==> src/stbuf_defs.svh <==
//--------------------------------------------------------------------------
// store buffer sizing and timing constants
// pulled in by both packages and by any module that loops over
// entries or byte lanes
//--------------------------------------------------------------------------

`ifndef STBUF_DEFS_SVH
`define STBUF_DEFS_SVH

`define STBUF_DEPTH        4    // entries, power of two
`define STBUF_ADDR_W       16   // byte address bits
`define STBUF_DATA_W       32   // one word per entry
`define STBUF_BYTES        4    // lanes per entry

// cycles between the write edge and the commit/flush decision
`define STBUF_RESOLVE_LAT  2

`endif
==> src/lsu_req_pkg.sv <==
//--------------------------------------------------------------------------
// request side types for stores entering the buffer
// byte address and access size encoding as seen at the LSU port
//--------------------------------------------------------------------------

package lsu_req_pkg;

`include "stbuf_defs.svh"

   typedef logic [`STBUF_ADDR_W-1:0] byte_addr_t;

   // access size of a store
   typedef logic [1:0] access_size_t;

   localparam access_size_t SZ_BYTE = 2'd0;
   localparam access_size_t SZ_HALF = 2'd1;
   localparam access_size_t SZ_WORD = 2'd2;   // 3 is unused

endpackage

==> src/stbuf_pkg.sv <==
//--------------------------------------------------------------------------
// storage side types of the store buffer
// entry pointers, word addresses, lanes and data as held per entry
//--------------------------------------------------------------------------

package stbuf_pkg;

`include "stbuf_defs.svh"

   // pointer into the entry array
   typedef logic [$clog2(`STBUF_DEPTH)-1:0] entry_idx_t;

   // word address, byte offset dropped
   typedef logic [`STBUF_ADDR_W-3:0] word_addr_t;

   typedef logic [`STBUF_BYTES-1:0]  byteen_t;      // one bit per lane
   typedef logic [`STBUF_DATA_W-1:0] data_t;        // lane aligned data

   // one bit per entry, used for write, resolve and live masks
   typedef logic [`STBUF_DEPTH-1:0] entry_mask_t;

endpackage

==> src/store_buffer.sv <==
//--------------------------------------------------------------------------
// store buffer top level
// stores in, in-order drain with valid/ack, and one-cycle load
// forwarding; allocation, storage and forwarding live in submodules
//--------------------------------------------------------------------------

`timescale 1ns/1ps
`include "stbuf_defs.svh"

module store_buffer (
   input  logic                      clk,
   input  logic                      rst,
   input  logic                      st_valid,
   input  lsu_req_pkg::byte_addr_t   st_addr,
   input  lsu_req_pkg::access_size_t st_size,
   input  stbuf_pkg::data_t          st_data,
   input  logic                      st_commit,    // sampled two cycles after the write
   output logic                      full,
   output logic                      empty,
   output logic                      drain_valid,
   output stbuf_pkg::word_addr_t     drain_addr,
   output stbuf_pkg::byteen_t        drain_byteen,
   output stbuf_pkg::data_t          drain_data,
   input  logic                      drain_ack,
   input  logic                      ld_valid,
   input  stbuf_pkg::word_addr_t     ld_addr,
   output logic                      fwd_valid,
   output stbuf_pkg::byteen_t        fwd_byteen,
   output stbuf_pkg::data_t          fwd_data
);

   // allocation to storage
   stbuf_pkg::entry_mask_t wr_mask;
   stbuf_pkg::word_addr_t  wr_addr_lo;
   stbuf_pkg::word_addr_t  wr_addr_hi;
   stbuf_pkg::byteen_t     wr_byteen_lo;
   stbuf_pkg::byteen_t     wr_byteen_hi;
   stbuf_pkg::data_t       wr_data_lo;
   stbuf_pkg::data_t       wr_data_hi;
   stbuf_pkg::entry_mask_t resolve_mask;
   logic                   resolve_commit;

   // storage to forwarding
   stbuf_pkg::entry_idx_t  rd_ptr;
   stbuf_pkg::entry_mask_t ent_live;
   stbuf_pkg::word_addr_t  ent_addr   [`STBUF_DEPTH];
   stbuf_pkg::byteen_t     ent_byteen [`STBUF_DEPTH];
   stbuf_pkg::data_t       ent_data   [`STBUF_DEPTH];

   stbuf_alloc i_alloc (
      .clk, .rst, .st_valid, .st_addr, .st_size, .st_data, .st_commit, .full,
      .wr_mask, .wr_addr_lo, .wr_addr_hi, .wr_byteen_lo, .wr_byteen_hi,
      .wr_data_lo, .wr_data_hi, .resolve_mask, .resolve_commit
   );

   stbuf_entries i_entries (
      .clk, .rst, .wr_mask, .wr_addr_lo, .wr_addr_hi, .wr_byteen_lo, .wr_byteen_hi,
      .wr_data_lo, .wr_data_hi, .resolve_mask, .resolve_commit, .drain_ack,
      .drain_valid, .drain_addr, .drain_byteen, .drain_data, .full, .empty,
      .rd_ptr, .ent_live, .ent_addr, .ent_byteen, .ent_data
   );

   stbuf_fwd i_fwd (
      .clk, .rst, .ld_valid, .ld_addr, .rd_ptr, .ent_live, .ent_addr, .ent_byteen,
      .ent_data, .fwd_valid, .fwd_byteen, .fwd_data
   );

endmodule

==> src/stbuf_fwd.sv <==
//--------------------------------------------------------------------------
// load forwarding from the store buffer
// per byte, the youngest live entry at the load word wins; the merged
// lanes and data come out one cycle after the lookup
//--------------------------------------------------------------------------

`timescale 1ns/1ps
`include "stbuf_defs.svh"

module stbuf_fwd (
   input  logic                   clk,
   input  logic                   rst,
   input  logic                   ld_valid,
   input  stbuf_pkg::word_addr_t  ld_addr,
   input  stbuf_pkg::entry_idx_t  rd_ptr,
   input  stbuf_pkg::entry_mask_t ent_live,
   input  stbuf_pkg::word_addr_t  ent_addr   [`STBUF_DEPTH],
   input  stbuf_pkg::byteen_t     ent_byteen [`STBUF_DEPTH],
   input  stbuf_pkg::data_t       ent_data   [`STBUF_DEPTH],
   output logic                   fwd_valid,
   output stbuf_pkg::byteen_t     fwd_byteen,
   output stbuf_pkg::data_t       fwd_data
);

   localparam int DEPTH = `STBUF_DEPTH;
   localparam int BYTES = `STBUF_BYTES;

   stbuf_pkg::entry_mask_t hit;
   stbuf_pkg::byteen_t     merge_byteen;
   stbuf_pkg::data_t       merge_data;

   always_comb begin
      for (int i = 0; i < DEPTH; i++) begin
         hit[i] = ent_live[i] & (ent_addr[i] == ld_addr);
      end
   end

   // oldest first, so a younger hit overwrites the byte
   always_comb begin : merge
      stbuf_pkg::entry_idx_t idx;
      merge_byteen = '0;
      merge_data   = '0;                 // uncovered lanes read 0
      for (int k = 0; k < DEPTH; k++) begin
         idx = rd_ptr + stbuf_pkg::entry_idx_t'(k);
         for (int j = 0; j < BYTES; j++) begin
            if (hit[idx] & ent_byteen[idx][j]) begin
               merge_byteen[j]      = 1'b1;
               merge_data[8*j +: 8] = ent_data[idx][8*j +: 8];
            end
         end
      end
   end

   always_ff @(posedge clk) begin
      if (rst) begin
         fwd_valid <= 1'b0;
      end else begin
         fwd_valid <= ld_valid;
      end
   end

   // result only loads on a lookup
   always_ff @(posedge clk) begin
      if (ld_valid) begin
         fwd_byteen <= merge_byteen;
         fwd_data   <= merge_data;
      end
   end

endmodule

==> src/stbuf_entries.sv <==
//--------------------------------------------------------------------------
// entry storage of the store buffer
// holds address, lanes and data per entry with valid, commit and flush
// flags; drains committed entries in order and retires flushed ones
//--------------------------------------------------------------------------

`timescale 1ns/1ps
`include "stbuf_defs.svh"

module stbuf_entries (
   input  logic                   clk,
   input  logic                   rst,
   input  stbuf_pkg::entry_mask_t wr_mask,
   input  stbuf_pkg::word_addr_t  wr_addr_lo,
   input  stbuf_pkg::word_addr_t  wr_addr_hi,
   input  stbuf_pkg::byteen_t     wr_byteen_lo,
   input  stbuf_pkg::byteen_t     wr_byteen_hi,
   input  stbuf_pkg::data_t       wr_data_lo,
   input  stbuf_pkg::data_t       wr_data_hi,
   input  stbuf_pkg::entry_mask_t resolve_mask,
   input  logic                   resolve_commit,
   input  logic                   drain_ack,
   output logic                   drain_valid,
   output stbuf_pkg::word_addr_t  drain_addr,
   output stbuf_pkg::byteen_t     drain_byteen,
   output stbuf_pkg::data_t       drain_data,
   output logic                   full,
   output logic                   empty,
   output stbuf_pkg::entry_idx_t  rd_ptr,
   output stbuf_pkg::entry_mask_t ent_live,
   output stbuf_pkg::word_addr_t  ent_addr   [`STBUF_DEPTH],
   output stbuf_pkg::byteen_t     ent_byteen [`STBUF_DEPTH],
   output stbuf_pkg::data_t       ent_data   [`STBUF_DEPTH]
);

   localparam int DEPTH = `STBUF_DEPTH;
   localparam int CNT_W = $clog2(DEPTH) + 1;

   stbuf_pkg::entry_mask_t vld;       // entry holds a store
   stbuf_pkg::entry_mask_t cmt;       // resolved, may drain
   stbuf_pkg::entry_mask_t flsh;      // resolved, to be dropped
   stbuf_pkg::entry_mask_t sel_hi;
   stbuf_pkg::entry_mask_t retire;
   stbuf_pkg::entry_mask_t cmt_set;
   stbuf_pkg::entry_mask_t flsh_set;
   logic                   head_flushed;
   logic                   rd_adv;
   logic [CNT_W-1:0]       num_vld;

   // --------------------------------------------------------------------------
   // write side
   // --------------------------------------------------------------------------
   // the hi word of a split store is the entry whose predecessor is also
   // being written
   always_comb begin
      for (int i = 0; i < DEPTH; i++) begin
         sel_hi[i] = wr_mask[i] & wr_mask[(i + DEPTH - 1) % DEPTH];
      end
   end

   always_ff @(posedge clk) begin
      for (int i = 0; i < DEPTH; i++) begin
         if (wr_mask[i]) begin
            ent_addr[i]   <= sel_hi[i] ? wr_addr_hi   : wr_addr_lo;
            ent_byteen[i] <= sel_hi[i] ? wr_byteen_hi : wr_byteen_lo;
            ent_data[i]   <= sel_hi[i] ? wr_data_hi   : wr_data_lo;
         end
      end
   end

   // --------------------------------------------------------------------------
   // flags
   // --------------------------------------------------------------------------
   assign cmt_set  = resolve_mask & {DEPTH{resolve_commit}};
   assign flsh_set = resolve_mask & {DEPTH{~resolve_commit}};
   assign retire   = rd_adv ? (stbuf_pkg::entry_mask_t'(1) << rd_ptr) : '0;

   always_ff @(posedge clk) begin
      if (rst) begin
         vld  <= '0;
         cmt  <= '0;
         flsh <= '0;
      end else begin
         vld  <= (vld | wr_mask) & ~retire;
         cmt  <= (cmt | cmt_set) & ~retire;
         flsh <= (flsh | flsh_set) & ~retire;
      end
   end

   assign ent_live = vld & ~flsh;   // unresolved entries count as live

   // --------------------------------------------------------------------------
   // drain and read pointer
   // --------------------------------------------------------------------------
   assign drain_valid  = vld[rd_ptr] & cmt[rd_ptr];
   assign head_flushed = vld[rd_ptr] & flsh[rd_ptr];    // dropped without output
   assign rd_adv       = (drain_valid & drain_ack) | head_flushed;

   assign drain_addr   = ent_addr[rd_ptr];
   assign drain_byteen = ent_byteen[rd_ptr];
   assign drain_data   = ent_data[rd_ptr];

   always_ff @(posedge clk) begin
      if (rst) begin
         rd_ptr <= '0;
      end else if (rd_adv) begin
         rd_ptr <= rd_ptr + 1'b1;
      end
   end

   // occupancy
   always_comb begin
      num_vld = '0;
      for (int i = 0; i < DEPTH; i++) begin
         num_vld = num_vld + CNT_W'(vld[i]);
      end
   end

   // full leaves room for a split store
   assign full  = num_vld > CNT_W'(DEPTH - 2);
   assign empty = num_vld == '0;

endmodule

==> src/stbuf_alloc.sv <==
//--------------------------------------------------------------------------
// store allocation for the store buffer
// turns a store request into one or two entry writes, owns the write
// pointer and tracks each store until its commit decision arrives
//--------------------------------------------------------------------------

`timescale 1ns/1ps
`include "stbuf_defs.svh"

module stbuf_alloc (
   input  logic                      clk,
   input  logic                      rst,
   input  logic                      st_valid,
   input  lsu_req_pkg::byte_addr_t   st_addr,
   input  lsu_req_pkg::access_size_t st_size,
   input  stbuf_pkg::data_t          st_data,
   input  logic                      st_commit,
   input  logic                      full,
   output stbuf_pkg::entry_mask_t    wr_mask,
   output stbuf_pkg::word_addr_t     wr_addr_lo,
   output stbuf_pkg::word_addr_t     wr_addr_hi,
   output stbuf_pkg::byteen_t        wr_byteen_lo,
   output stbuf_pkg::byteen_t        wr_byteen_hi,
   output stbuf_pkg::data_t          wr_data_lo,
   output stbuf_pkg::data_t          wr_data_hi,
   output stbuf_pkg::entry_mask_t    resolve_mask,
   output logic                      resolve_commit
);

   localparam int LAT = `STBUF_RESOLVE_LAT;

   logic [2*`STBUF_BYTES-1:0]  lanes;        // access lanes before the shift
   logic [2*`STBUF_BYTES-1:0]  lanes_ext;    // 8-byte window
   logic [2*`STBUF_DATA_W-1:0] data_ext;
   logic                       split;
   logic                       wr_en;
   stbuf_pkg::entry_idx_t      wr_ptr;

   logic                       pipe_vld   [LAT];
   stbuf_pkg::entry_idx_t      pipe_ptr   [LAT];
   logic                       pipe_split [LAT];

   // entry at ptr, plus the one after it for a split store
   function automatic stbuf_pkg::entry_mask_t ptr_mask(input stbuf_pkg::entry_idx_t ptr,
                                                       input logic two);
      stbuf_pkg::entry_idx_t  nxt;
      stbuf_pkg::entry_mask_t m;
      nxt = ptr + 1'b1;
      m   = stbuf_pkg::entry_mask_t'(1) << ptr;
      if (two) begin
         m[nxt] = 1'b1;
      end
      return m;
   endfunction

   // --------------------------------------------------------------------------
   // lanes, data shift and split detect
   // --------------------------------------------------------------------------
   always_comb begin
      case (st_size)
         lsu_req_pkg::SZ_BYTE: lanes = 8'b0000_0001;
         lsu_req_pkg::SZ_HALF: lanes = 8'b0000_0011;
         lsu_req_pkg::SZ_WORD: lanes = 8'b0000_1111;
         default:              lanes = '0;
      endcase
   end

   assign lanes_ext = lanes << st_addr[1:0];
   assign data_ext  = {{`STBUF_DATA_W{1'b0}}, st_data} << {st_addr[1:0], 3'b000};
   assign split     = |lanes_ext[2*`STBUF_BYTES-1:`STBUF_BYTES];   // spilled past the word

   assign wr_byteen_lo = lanes_ext[`STBUF_BYTES-1:0];
   assign wr_byteen_hi = lanes_ext[2*`STBUF_BYTES-1:`STBUF_BYTES];
   assign wr_data_lo   = data_ext[`STBUF_DATA_W-1:0];
   assign wr_data_hi   = data_ext[2*`STBUF_DATA_W-1:`STBUF_DATA_W];
   assign wr_addr_lo   = st_addr[`STBUF_ADDR_W-1:2];
   assign wr_addr_hi   = wr_addr_lo + 1'b1;

   // --------------------------------------------------------------------------
   // write pointer
   // --------------------------------------------------------------------------
   assign wr_en   = st_valid & ~full;
   assign wr_mask = wr_en ? ptr_mask(wr_ptr, split) : '0;

   always_ff @(posedge clk) begin
      if (rst) begin
         wr_ptr <= '0;
      end else if (wr_en) begin
         wr_ptr <= wr_ptr + stbuf_pkg::entry_idx_t'(split) + 1'b1;
      end
   end

   // --------------------------------------------------------------------------
   // resolve pipe, last stage lines up with st_commit
   // --------------------------------------------------------------------------
   always_ff @(posedge clk) begin
      if (rst) begin
         for (int s = 0; s < LAT; s++) begin
            pipe_vld[s] <= 1'b0;
         end
      end else begin
         pipe_vld[0] <= wr_en;
         for (int s = 1; s < LAT; s++) begin
            pipe_vld[s] <= pipe_vld[s-1];
         end
      end
   end

   always_ff @(posedge clk) begin
      pipe_ptr[0]   <= wr_ptr;
      pipe_split[0] <= split;
      for (int s = 1; s < LAT; s++) begin
         pipe_ptr[s]   <= pipe_ptr[s-1];
         pipe_split[s] <= pipe_split[s-1];
      end
   end

   assign resolve_mask   = pipe_vld[LAT-1] ? ptr_mask(pipe_ptr[LAT-1], pipe_split[LAT-1]) : '0;
   assign resolve_commit = pipe_vld[LAT-1] & st_commit;

endmodule

==> config.mk <==
export PLATFORM = sky130hd
export DESIGN_NAME = store_buffer
export DESIGN_NICKNAME = d
export VERILOG_FILES = /design/src/lsu_req_pkg.sv /design/src/stbuf_pkg.sv /design/src/store_buffer.sv /design/src/stbuf_fwd.sv /design/src/stbuf_entries.sv /design/src/stbuf_alloc.sv
export VERILOG_INCLUDE_DIRS = /design/src /design/src/src
export SDC_FILE = /design/constraint.sdc
export NUM_CORES = 1
export LEC_CHECK = 0
export BUFFER_PORTS_ARGS = -buffer_cell sky130_fd_sc_hd__buf_2
export CAP_MARGIN = 20
export CORE_MARGIN = 5
export CORE_UTILIZATION = 35
export DETAILED_ROUTE_END_ITERATION = 12
export SLEW_MARGIN = 40
export SYNTH_ARGS = -nofsm -noshare
export SYNTH_HDL_FRONTEND = slang
export SYNTH_SLANG_ARGS = --single-unit
==> constraint.sdc <==
create_clock -name clk -period 17.1 [get_ports clk]
set_input_delay 0.855 -clock clk [delete_from_list [all_inputs] [get_ports clk]]
set_output_delay 0.855 -clock clk [all_outputs]
set_load 0.01 [all_outputs]
# Word level (Yosys, flattened, before mapping)
# Memory sizes are Yosys's and may differ from the RTL's.
# Cells that the tools add are included.
# totals
n_memories	3
ramBits	8
latch_bits	0
word_cells	209
reg_bits	253
output_inout_bits	90
rom_bits	0
input_bits	70
# mem_list
memory	depth	word_bits	rd	rd_clocked_by_memory_dff	wr	line	rtl
i_alloc.pipe_ptr	2	2	2	0	2	stbuf_alloc.sv:40	stbuf_pkg::entry_idx_t pipe_ptr [LAT];
i_alloc.pipe_split	2	1	2	0	2	stbuf_alloc.sv:41	logic pipe_split [LAT];
i_alloc.pipe_vld	2	1	2	0	2	stbuf_alloc.sv:39	logic pipe_vld [LAT];
# op_classes
shift	5
n_addsub	11
n_mul	0
mux	88
n_reduce_logical	9
order_cmp	13
div	0
n_eq_ne	6
bitwise_logic	51
# op_table
op	count
32-bit 2-to-1 mux	12
32-bit binary-select mux with 2-bit select	4
8-bit 2-to-1 mux	16
14-bit 2-to-1 mux	6
4-bit 2-to-1 mux	17
32-bit by 5-bit << shifter with 64-bit output	1
14-bit == test	4
4-bit binary-select mux with 2-bit select	4
1-bit bitwise AND	29
14-bit binary-select mux with 2-bit select	1
4-bit bitwise AND	6
4-bit bitwise OR	5
2-bit by 3-bit < comparator with 1-bit output (second input constant)	6
1-bit 2-to-1 mux	18
14-bit by 1-bit adder with 14-bit output (second input constant)	1
1-bit binary-select mux with 2-bit select	7
3-bit greater-or-equal comparator (second input constant)	4
2-bit inverter with 3-bit output	4
4-bit one-hot mux with 3 select lines	1
3-bit OR reduction	4
1-bit by 2-bit << shifter with 4-bit output (first input constant)	3
2-bit by 1-bit adder with 2-bit output (second input constant)	4
4-bit inverter	2
4-bit by 2-bit << shifter with 8-bit output	1
15 further kinds	23

# Logic depth before layout (Yosys ltp)
# Gate-level depths: netlist (run 1).
# An unclocked memory read counts as a cell.
# depth
word_depth	12
depth_mapped	12
depth_no_buf	10

# Hierarchy
# From an unflattened synthesis (run 1), not the netlist that was laid out.
# unflattened
cells_unflattened	1596
area_unflattened_um2	18898.1
# by_module_without_submodules
module	seq_area_each_um2	cells_each	area_per_inst_um2	n_inst
stbuf_entries	6286.0	562	10324.9	1
stbuf_fwd	1101.1	793	6781.5	1
stbuf_alloc	200.2	241	1791.7	1

# Least setup slack after synthesis (run 1)
# OpenSTA, ideal clock, no wires.
# synth_path
kind	register to register
startpoint	register i_entries.vld[0]
endpoint	register i_entries.ent_addr[9] in the netlist's numbering (data pin)
synth_period_minus_slack_ns	5.501
stages_incl_launch_ff	13
t_arrival_ns	5.234
n_path_buf	2
t_required_ns	16.834
path_slack_ns	11.599
setup_time_ns	0.266
path_cell_list	dfxtp_1 ha_1 fa_1 ha_1 nor2_1 a21oi_1 nand2b_1 a21oi_1 nor2b_1 clkbuf_1 clkbuf_1 nand2_1 xnor2_1
# synth_between
elab_chain_cells	9
# synth_rtl
element	line	rtl
from (decl)	stbuf_entries.sv:39	stbuf_pkg::entry_mask_t vld;
from (signal assigned)	stbuf_entries.sv:84	vld <= (vld | wr_mask) & ~retire;
1-bit by 1-bit adder with 2-bit output	stbuf_entries.sv:115	num_vld = num_vld + CNT_W'(vld[i]);
3-bit by 1-bit adder with 3-bit output (2 in series)	stbuf_entries.sv:115	
3-bit by 2-bit > comparator with 1-bit output	stbuf_entries.sv:120	assign full = num_vld > CNT_W'(DEPTH - 2);
named net full	store_buffer.sv:18	output logic full,
1-bit inverter	stbuf_alloc.sv:82	assign wr_en = st_valid & ~full;
1-bit bitwise AND	stbuf_alloc.sv:82	
4-bit 2-to-1 mux	stbuf_alloc.sv:83	assign wr_mask = wr_en ? ptr_mask(wr_ptr, split) : '0;
1-bit bitwise AND	stbuf_entries.sv:57	sel_hi[i] = wr_mask[i] & wr_mask[(i + DEPTH - 1) % DEPTH];
14-bit 2-to-1 mux	stbuf_entries.sv:64	ent_addr[i] <= sel_hi[i] ? wr_addr_hi : wr_addr_lo;
to (signal, indexed assignment)	stbuf_entries.sv:64	
to (decl)	stbuf_entries.sv:31	output stbuf_pkg::word_addr_t ent_addr [`STBUF_DEPTH],
# The timed path passes the listed nets, and every way through them passes these cells.
# A chain may end at the register's enable or synchronous reset.

# Worst setup path after layout (run 1)
# layout_path
startpoint	register i_entries.vld[0]
endpoint	register i_entries.ent_data[5] in the netlist's numbering (data pin)
# layout_between
elab_chain_cells	9
# layout_rtl
element	line	rtl
1-bit by 1-bit adder with 2-bit output	stbuf_entries.sv:115	
3-bit by 1-bit adder with 3-bit output (2 in series)	stbuf_entries.sv:115	
3-bit by 2-bit > comparator with 1-bit output	stbuf_entries.sv:120	
1-bit inverter	stbuf_alloc.sv:82	
1-bit bitwise AND	stbuf_alloc.sv:82	
4-bit 2-to-1 mux	stbuf_alloc.sv:83	
1-bit bitwise AND	stbuf_entries.sv:57	
32-bit 2-to-1 mux	stbuf_entries.sv:66	ent_data[i] <= sel_hi[i] ? wr_data_hi : wr_data_lo;
to (signal, indexed assignment)	stbuf_entries.sv:66	
to (decl)	stbuf_entries.sv:33	output stbuf_pkg::data_t ent_data [`STBUF_DEPTH]
# Every way passes these cells.

==> results of run 1 <==
state kept, by name (all words and copies together), names as in the netlist, 16 cells and up:
register              count
i_fwd.fwd_data           32
i_entries.ent_addr       56
i_entries.ent_data      128
i_entries.ent_byteen     16
through the flow:
stage	power, mW	util (%)
3_5_place_dp	1.111	38.56
5_1_grt	1.809	40.65
3_3_place_gp	1.096	38.21
4_1_cts	1.755	40.58
6_report	1.748	40.65
2_1_floorplan	0.9888	-
synthesized netlist by cell type, drive strengths merged (4+ instances only):
| cell type | number | area, µm² |
|---|---|---|
| edfxtp | 236 | 7087 |
| nand2 | 169 | 634.4 |
| nor2 | 143 | 536.8 |
| mux4 | 129 | 2905 |
| o21ai | 103 | 515.5 |
| mux2i | 89 | 890.9 |
| clkbuf | 77 | 289.0 |
| xnor2 | 55 | 481.7 |
| xor2 | 54 | 473.0 |
| a21oi | 47 | 235.2 |
| buf | 42 | 211.5 |
| nor3 | 42 | 210.2 |
| nand3 | 39 | 205.2 |
| dfxtp | 25 | 500.5 |
| ha | 22 | 275.3 |
| o22a | 21 | 183.9 |
| a311oi | 20 | 175.2 |
| inv | 17 | 63.81 |
| nand4 | 17 | 106.4 |
| nor2b | 14 | 87.58 |
| nor4 | 14 | 93.84 |
| a211oi | 11 | 97.60 |
| and3 | 11 | 73.82 |
| o22ai | 11 | 68.82 |
| mux2 | 10 | 112.6 |
| o21a | 10 | 75.07 |
| or3 | 9 | 56.30 |
| and2 | 8 | 50.05 |
| nand2b | 8 | 50.05 |
| and4 | 5 | 46.29 |
| a22o | 4 | 35.03 |
| o211ai | 4 | 30.03 |
area by class of cell:
class / count / area share [%]
tap: 615 / 3.948
multi-input combinational: 1091 / 46.26
clock buffer: 38 / 4.115
sequential: 261 / 38.97
timing repair buffer: 186 / 5.527
clock inverter: 17 / 0.8538
inverter: 17 / 0.3274
routing by layer:
layer	GRT usage (%)	part of all wire [%]	up-vias
met5	0	0.021	-
met2	32.62	49	555
met3	2.654	6.9	111
li1	-	-	5836
met4	7.689	3.7	2
met1	25.36	41	6533
kinds of logic after synthesis:
family                   after synthesis
AO/OA/AOI/OAI                        239
XOR/XNOR                             109
adder cells (fa/ha/maj)               23
buffers and inverters                136
flip-flops                           261
multiplexers                         228
AND/OR/NAND/NOR                      492
power by group through the flow:
stage / Combinational [mW] / Sequential [mW] / Clock (mW)
2_1_floorplan: 0.186 / 0.803 / 0
3_3_place_gp: 0.289 / 0.808 / 0
3_5_place_dp: 0.298 / 0.813 / 0
4_1_cts: 0.299 / 0.799 / 0.656
5_1_grt: 0.323 / 0.806 / 0.679
6_report: 0.300 / 0.800 / 0.649
how the worst min path moves through the flow:
stage                      startpoint                     end  slack [ns]  cells past startpoint
6_report       i_alloc.pipe_ptr[0][1]  i_alloc.pipe_ptr[0][3]        0.33                      0
3_3_place_gp   i_alloc.pipe_ptr[0][0]  i_alloc.pipe_ptr[0][2]        0.32                      0
5_1_grt        i_alloc.pipe_ptr[0][1]  i_alloc.pipe_ptr[0][3]        0.34                      0
4_1_cts        i_alloc.pipe_ptr[0][1]  i_alloc.pipe_ptr[0][3]        0.33                      0
2_1_floorplan  i_alloc.pipe_ptr[0][0]  i_alloc.pipe_ptr[0][2]        0.31                      0
3_5_place_dp   i_alloc.pipe_ptr[0][0]  i_alloc.pipe_ptr[0][2]        0.31                      0
==> out/results.txt, run 1 <==
maxcap violations = 0
Place WS = 12.30 ns
Setup violations, final = 0
setup TNS = 0 ns
CP top delay family = simple AND/OR/NAND/NOR gates
Remaining DRCs = 0
r2r worst-path depth = 11
remaining global-route overflow = 0
non-filler instance count after layout = 2225
worst-path maximum fanout = 44
Netlist cell types = 55
first-pass GRT wire length = 80.16 mm
Worst VDD drop = 0.00008170 V
Synth Flop Type = edfxtp_1
Hold Vio Cnt, Final = 0
endpoint type of the worst setup path = register
Cell Int Power = 1.254 mW
layout cells sized above 1 = 24.60%
Die Y = 230.7 µm
Layout Nets = 1681
Die ar. = 53230 µm²
Clock Path Buffers = 3
Critical Path Source = i_entries.vld[0]
commonest cells after routing, fill and taps aside = 236 x edfxtp_1, 169 x nand2_1, 160 x buf_2, 140 x nor2_1, 129 x mux4_2
Design Area, Final = 19490 µm²
fin. max-slew vios = 0
slowest stage delay, CP = 0.71 ns
drt pass-1 iters = 8
outcome = finished, final reports clean
CTS HTree Levels = 1
Leak = 6.450 nW
adder-cell share of the synthesized area = 1.732%
core area = 47950 µm²
sequential fraction of the synthesis area = 44.50%
clock transition at the registers of the reported paths = 0.06 ns
xor/xnor share of the synthesized area = 5.599%
switching share of power = 28.27%
Starting DRT DRC Count = 1186
number of flops mapped to enable cells by yosys = 236
Register Area = 7595 µm²
mux share of post-synthesis cell area = 22.93%
Synth Cell Area = 17050 µm²
Mean Syn Cell Area = 11.46 µm²
Final GP Congestion = 0.8848
number of global-route vias before repair = 13010
compound-cell area share of the yosys netlist = 8.718%
CTS tree = built
Post-DP Area = 18490 µm²
Num CTS Buffers = 31
Starting Density = 35.56%
total I/O pin count = 160
startpoint types = register
hpwl dp = 37.95 mm
vias after detailed routing = 13040
placed cell count = 2169
min-delay worst type = reg2reg
final worst setup slack = 12.51 ns
num rows = 80
Via density = 5.859
critical path type = reg2reg
CTS Hold Bufs = 0
Worst setup endpoint = i_entries.ent_data[5]
commonest non-fill, non-tap cell in the layout = edfxtp_1
PwrDens = 89.71 nW/µm²
Worst EP arrival = 4.89 ns
slowest CP cell = nor2b_4
Routed Wire Length = 53.18 mm
yosys warns = 0
R2R setup slack = 12.51 ns
Routed WL per cell = 23.90 µm
Slew HR = 38.52%
syn_nets = 1581
RR Endpoint = i_entries.ent_data[5]
Simple-Gate Fraction of Synth Area = 13.22%
clock skew = 0.01527 ns
largest net degree at the start of global routing = 59
Filler Cell Count = 4460
clock period minus worst slack = 4.586 ns
Seq cells post-synth = 261
sequential share of power = 45.8%
worst hold margin = 0.3287 ns
diode count = 0
RSZ-0062 raised after global routing = no
Gate power share = 17.1%
CP Cell Sequence = ha_1 -> fa_1 -> ha_1 -> nor2_1 -> a21oi_1 -> nand2b_2 -> a21oi_4 -> buf_4 -> nor2b_4 -> buf_4 -> o21ai_0
Root Driver = clkbuf_16
IO buf count = 159
clk sinks = 261
largest family of logic cells by synthesized area = multiplexers
P_sw = 0.4943 mW
cell count after synthesis = 1488
PostCTS Resize Cnt = 0
die extent in x = 230.7 µm
crit path buf inv count = 2
critical path depth in cells = 11
FF-to-FF Start = i_entries.vld[0]
worst-margin pin slew = 0.9126 ns
antenna-violating nets left = 0
overall global routing resource usage = 19.34%
fmax = 218.1 MHz
clock power share = 37.1%
Setup Buffers After CTS = 0
worst skew pair latency = 0.58 ns
final period utilization = 26.82%
Required @ worst endpoint = 17.40 ns
initial antenna violation count = 2
multi-input logic area = 9016 µm²
Async SR Flop Fraction = 0%
area delta synth->final = 14.31%
Note: power is estimated with default switching activity, not from simulation.
==> run 2: changes to the inputs <==
--- a/config.mk
+++ b/config.mk
@@ -6,6 +6,7 @@
 export SDC_FILE = /design/constraint.sdc
 export NUM_CORES = 1
 export LEC_CHECK = 0
+export ABC_AREA = 1
 export BUFFER_PORTS_ARGS = -buffer_cell sky130_fd_sc_hd__buf_2
 export CAP_MARGIN = 20
 export CORE_MARGIN = 5
==> constraint.sdc (replaced) <==
create_clock -name clk -period 3.8 [get_ports clk]
set_input_delay 0.19 -clock clk [delete_from_list [all_inputs] [get_ports clk]]
set_output_delay 0.19 -clock clk [all_outputs]
set_load 0.01 [all_outputs]
==> out/results.txt, run 2 <==
Leak = 8.638 nW
Largest Register = i_entries.ent_data
outcome = finished, final reports clean
initial antenna violation count = 18
worst hold stages = 2
max reg flops = 128
sequential fraction of the synthesis area = 42.72%
maxcap violations = 0
Starting DRT DRC Count = 1778
PwrDens = 427.6 nW/µm²
top post-synthesis cells by area = edfxtp_1 40%, nand2_1 15%, o21ai_0 8.8%
die extent in x = 235.3 µm
Simple-Gate Fraction of Synth Area = 24.18%
number of flops mapped to enable cells by yosys = 236
share of the synthesized area in the top cell type = 39.90%
Cell Int Power = 5.733 mW
hpwl dp = 44.22 mm
sequential share of power = 42.7%
num rows = 82
most frequent cell after synthesis = nand2_1
Final GP Congestion = 0.9366
clock transition at the registers of the reported paths = 0.07 ns
layout cells sized above 1 = 11.55%
Clock Path Buffers = 3
Routed WL per cell = 19.16 µm
largest registers = i_entries.ent_data x128, i_entries.ent_addr x56, i_fwd.fwd_data x32
r2r worst-path depth = 11
Mean Syn Cell Area = 7.523 µm²
antenna-violating nets left = 0
largest family of logic cells by synthesized area = simple AND/OR/NAND/NOR gates
commonest cells after routing, fill and taps aside = 729 x nand2_1, 307 x o21ai_0, 240 x inv_1, 236 x edfxtp_1, 228 x nor2_1
Routed Wire Length = 60.38 mm
Num CTS Buffers = 29
worst skew pair latency = 0.58 ns
Remaining DRCs = 0
CTS tree = built
largest net degree at the start of global routing = 134
worst-margin pin slew = 0.8585 ns
PostCTS Resize Cnt = 0
Slew HR = 42.55%
area delta synth->final = 12.97%
Worst EP arrival = 3.09 ns
fmax = 304.7 MHz
Gate power share = 24.4%
setup TNS = 0 ns
Die ar. = 55350 µm²
yosys warns = 0
P_sw = 2.848 mW
IO buf count = 159
worst-path maximum fanout = 103
vias after detailed routing = 16050
Worst VDD drop = 0.0003052 V
xor/xnor share of the synthesized area = 0.9369%
CTS HTree Levels = 1
Hold Vio Cnt, Final = 0
CTS Hold Bufs = 3
Starting Density = 35.40%
Seq cells post-synth = 261
startpoint types = register
adder-cell share of the synthesized area = 1.663%
cell count after synthesis = 2361
RSZ-0062 raised after global routing = no
Required @ worst endpoint = 3.61 ns
Die Y = 235.3 µm
drt pass-1 iters = 5
Async SR Flop Fraction = 0%
Root Driver = clkbuf_16
clock period minus worst slack = 3.282 ns
clk sinks = 261
first-pass GRT wire length = 90.51 mm
syn_nets = 2454
overall global routing resource usage = 20.80%
number of global-route vias before repair = 14510
final core utilization = 39.99%
remaining global-route overflow = 0
Filler Cell Count = 5101
Synth Flop Type = edfxtp_1
final period utilization = 86.37%
Commonest cells post-synth = 729 x nand2_1, 313 x o21ai_0, 244 x inv_1
commonest non-fill, non-tap cell in the layout = nand2_1
Synth Cell Area = 17760 µm²
core area = 50170 µm²
total I/O pin count = 160
compound-cell area share of the yosys netlist = 13.90%
Layout Nets = 2542
post-synth top area cell = edfxtp_1
clock skew = 0.02647 ns
clock power share = 32.9%
Setup violations, final = 0
min-delay worst type = in2reg
Via density = 5.092
critical path type = reg2out
mux share of post-synthesis cell area = 7.608%
Tot Pwr = 8.580 mW
switching share of power = 33.19%
Setup Buffers After CTS = 0
Netlist cell types = 41
endpoint type of the worst setup path = primary output
fin. max-slew vios = 0
## run 2: stage by stage
step           std cells  hold slack [ns]  setup WS (ns)  cell area (µm²)
2_1_floorplan       2361           0.2612         0.4915            17760
3_3_place_gp        3087           0.3120         0.6574            19070
3_5_place_dp        3087           0.3121         0.6235            19070
4_1_cts             3140          0.05795         0.5781            20030
5_1_grt             3146          0.08615         0.3012            20050
6_report            3151          0.08478         0.5180            20060
## run 2: per-layer routing
layer	global-route usage (%)	part of all wire (%)	vias to the layer above
li1	-	-	7935
met1	31.36	47	7384
met2	29.99	41	638
met3	5.166	10	78
met4	4.909	2.3	10
met5	0	0.11	-
## run 2: kinds of logic after synthesis
group	Yosys count
flops	261
compound gates	461
mux	135
fa+ha+maj	23
xor+xnor	19
buf+inv	387
simple gates	1075
## run 2: final cells by class
| class | count | area [µm²] | share of cell area, % |
|---|---|---|---|
| Tap cell | 672 | 840.8 | 4.191 |
| Clock buffer | 32 | 737.0 | 3.673 |
| Antenna cell | 11 | 27.53 | 0.1372 |
| Timing Repair Buffer | 182 | 1091 | 5.438 |
| Inverter | 262 | 984.7 | 4.908 |
| Clock inverter | 18 | 196.4 | 0.9790 |
| Multi-Input combinational cell | 1713 | 8596 | 42.84 |
| Sequential cell | 261 | 7591 | 37.83 |
## run 2: worst max-delay path, cell delays in order (launching register included)
cell     delay [ns]
dfxtp_4        0.36
buf_12         0.43
buf_12         0.49
mux2i_1        0.19
o21ai_0        0.63
buf_2          0.26
## run 2: worst paths after layout
check | startpoint | endpoint | slack, ns
max | i_entries.rd_ptr[0] | drain_data[24] | 0.52
min | st_addr[2] | i_entries.ent_addr[42] | 0.08
max reg2reg | i_entries.rd_ptr[0] | i_fwd.fwd_data[1] | 0.56
min reg2reg | i_alloc.pipe_ptr[0][1] | i_alloc.pipe_ptr[0][3] | 0.33
## run 2: power by group through the flow
stage                     Combinational [mW]  Sequential, mW  Clock, mW
final                                   2.10            3.66       2.82
after detailed placement                2.08            3.72          0
after global placement                  2.04            3.72          0
after global routing                    2.32            3.69       2.99
after floorplan                         1.29            3.69          0
after CTS                               2.09            3.66       2.86
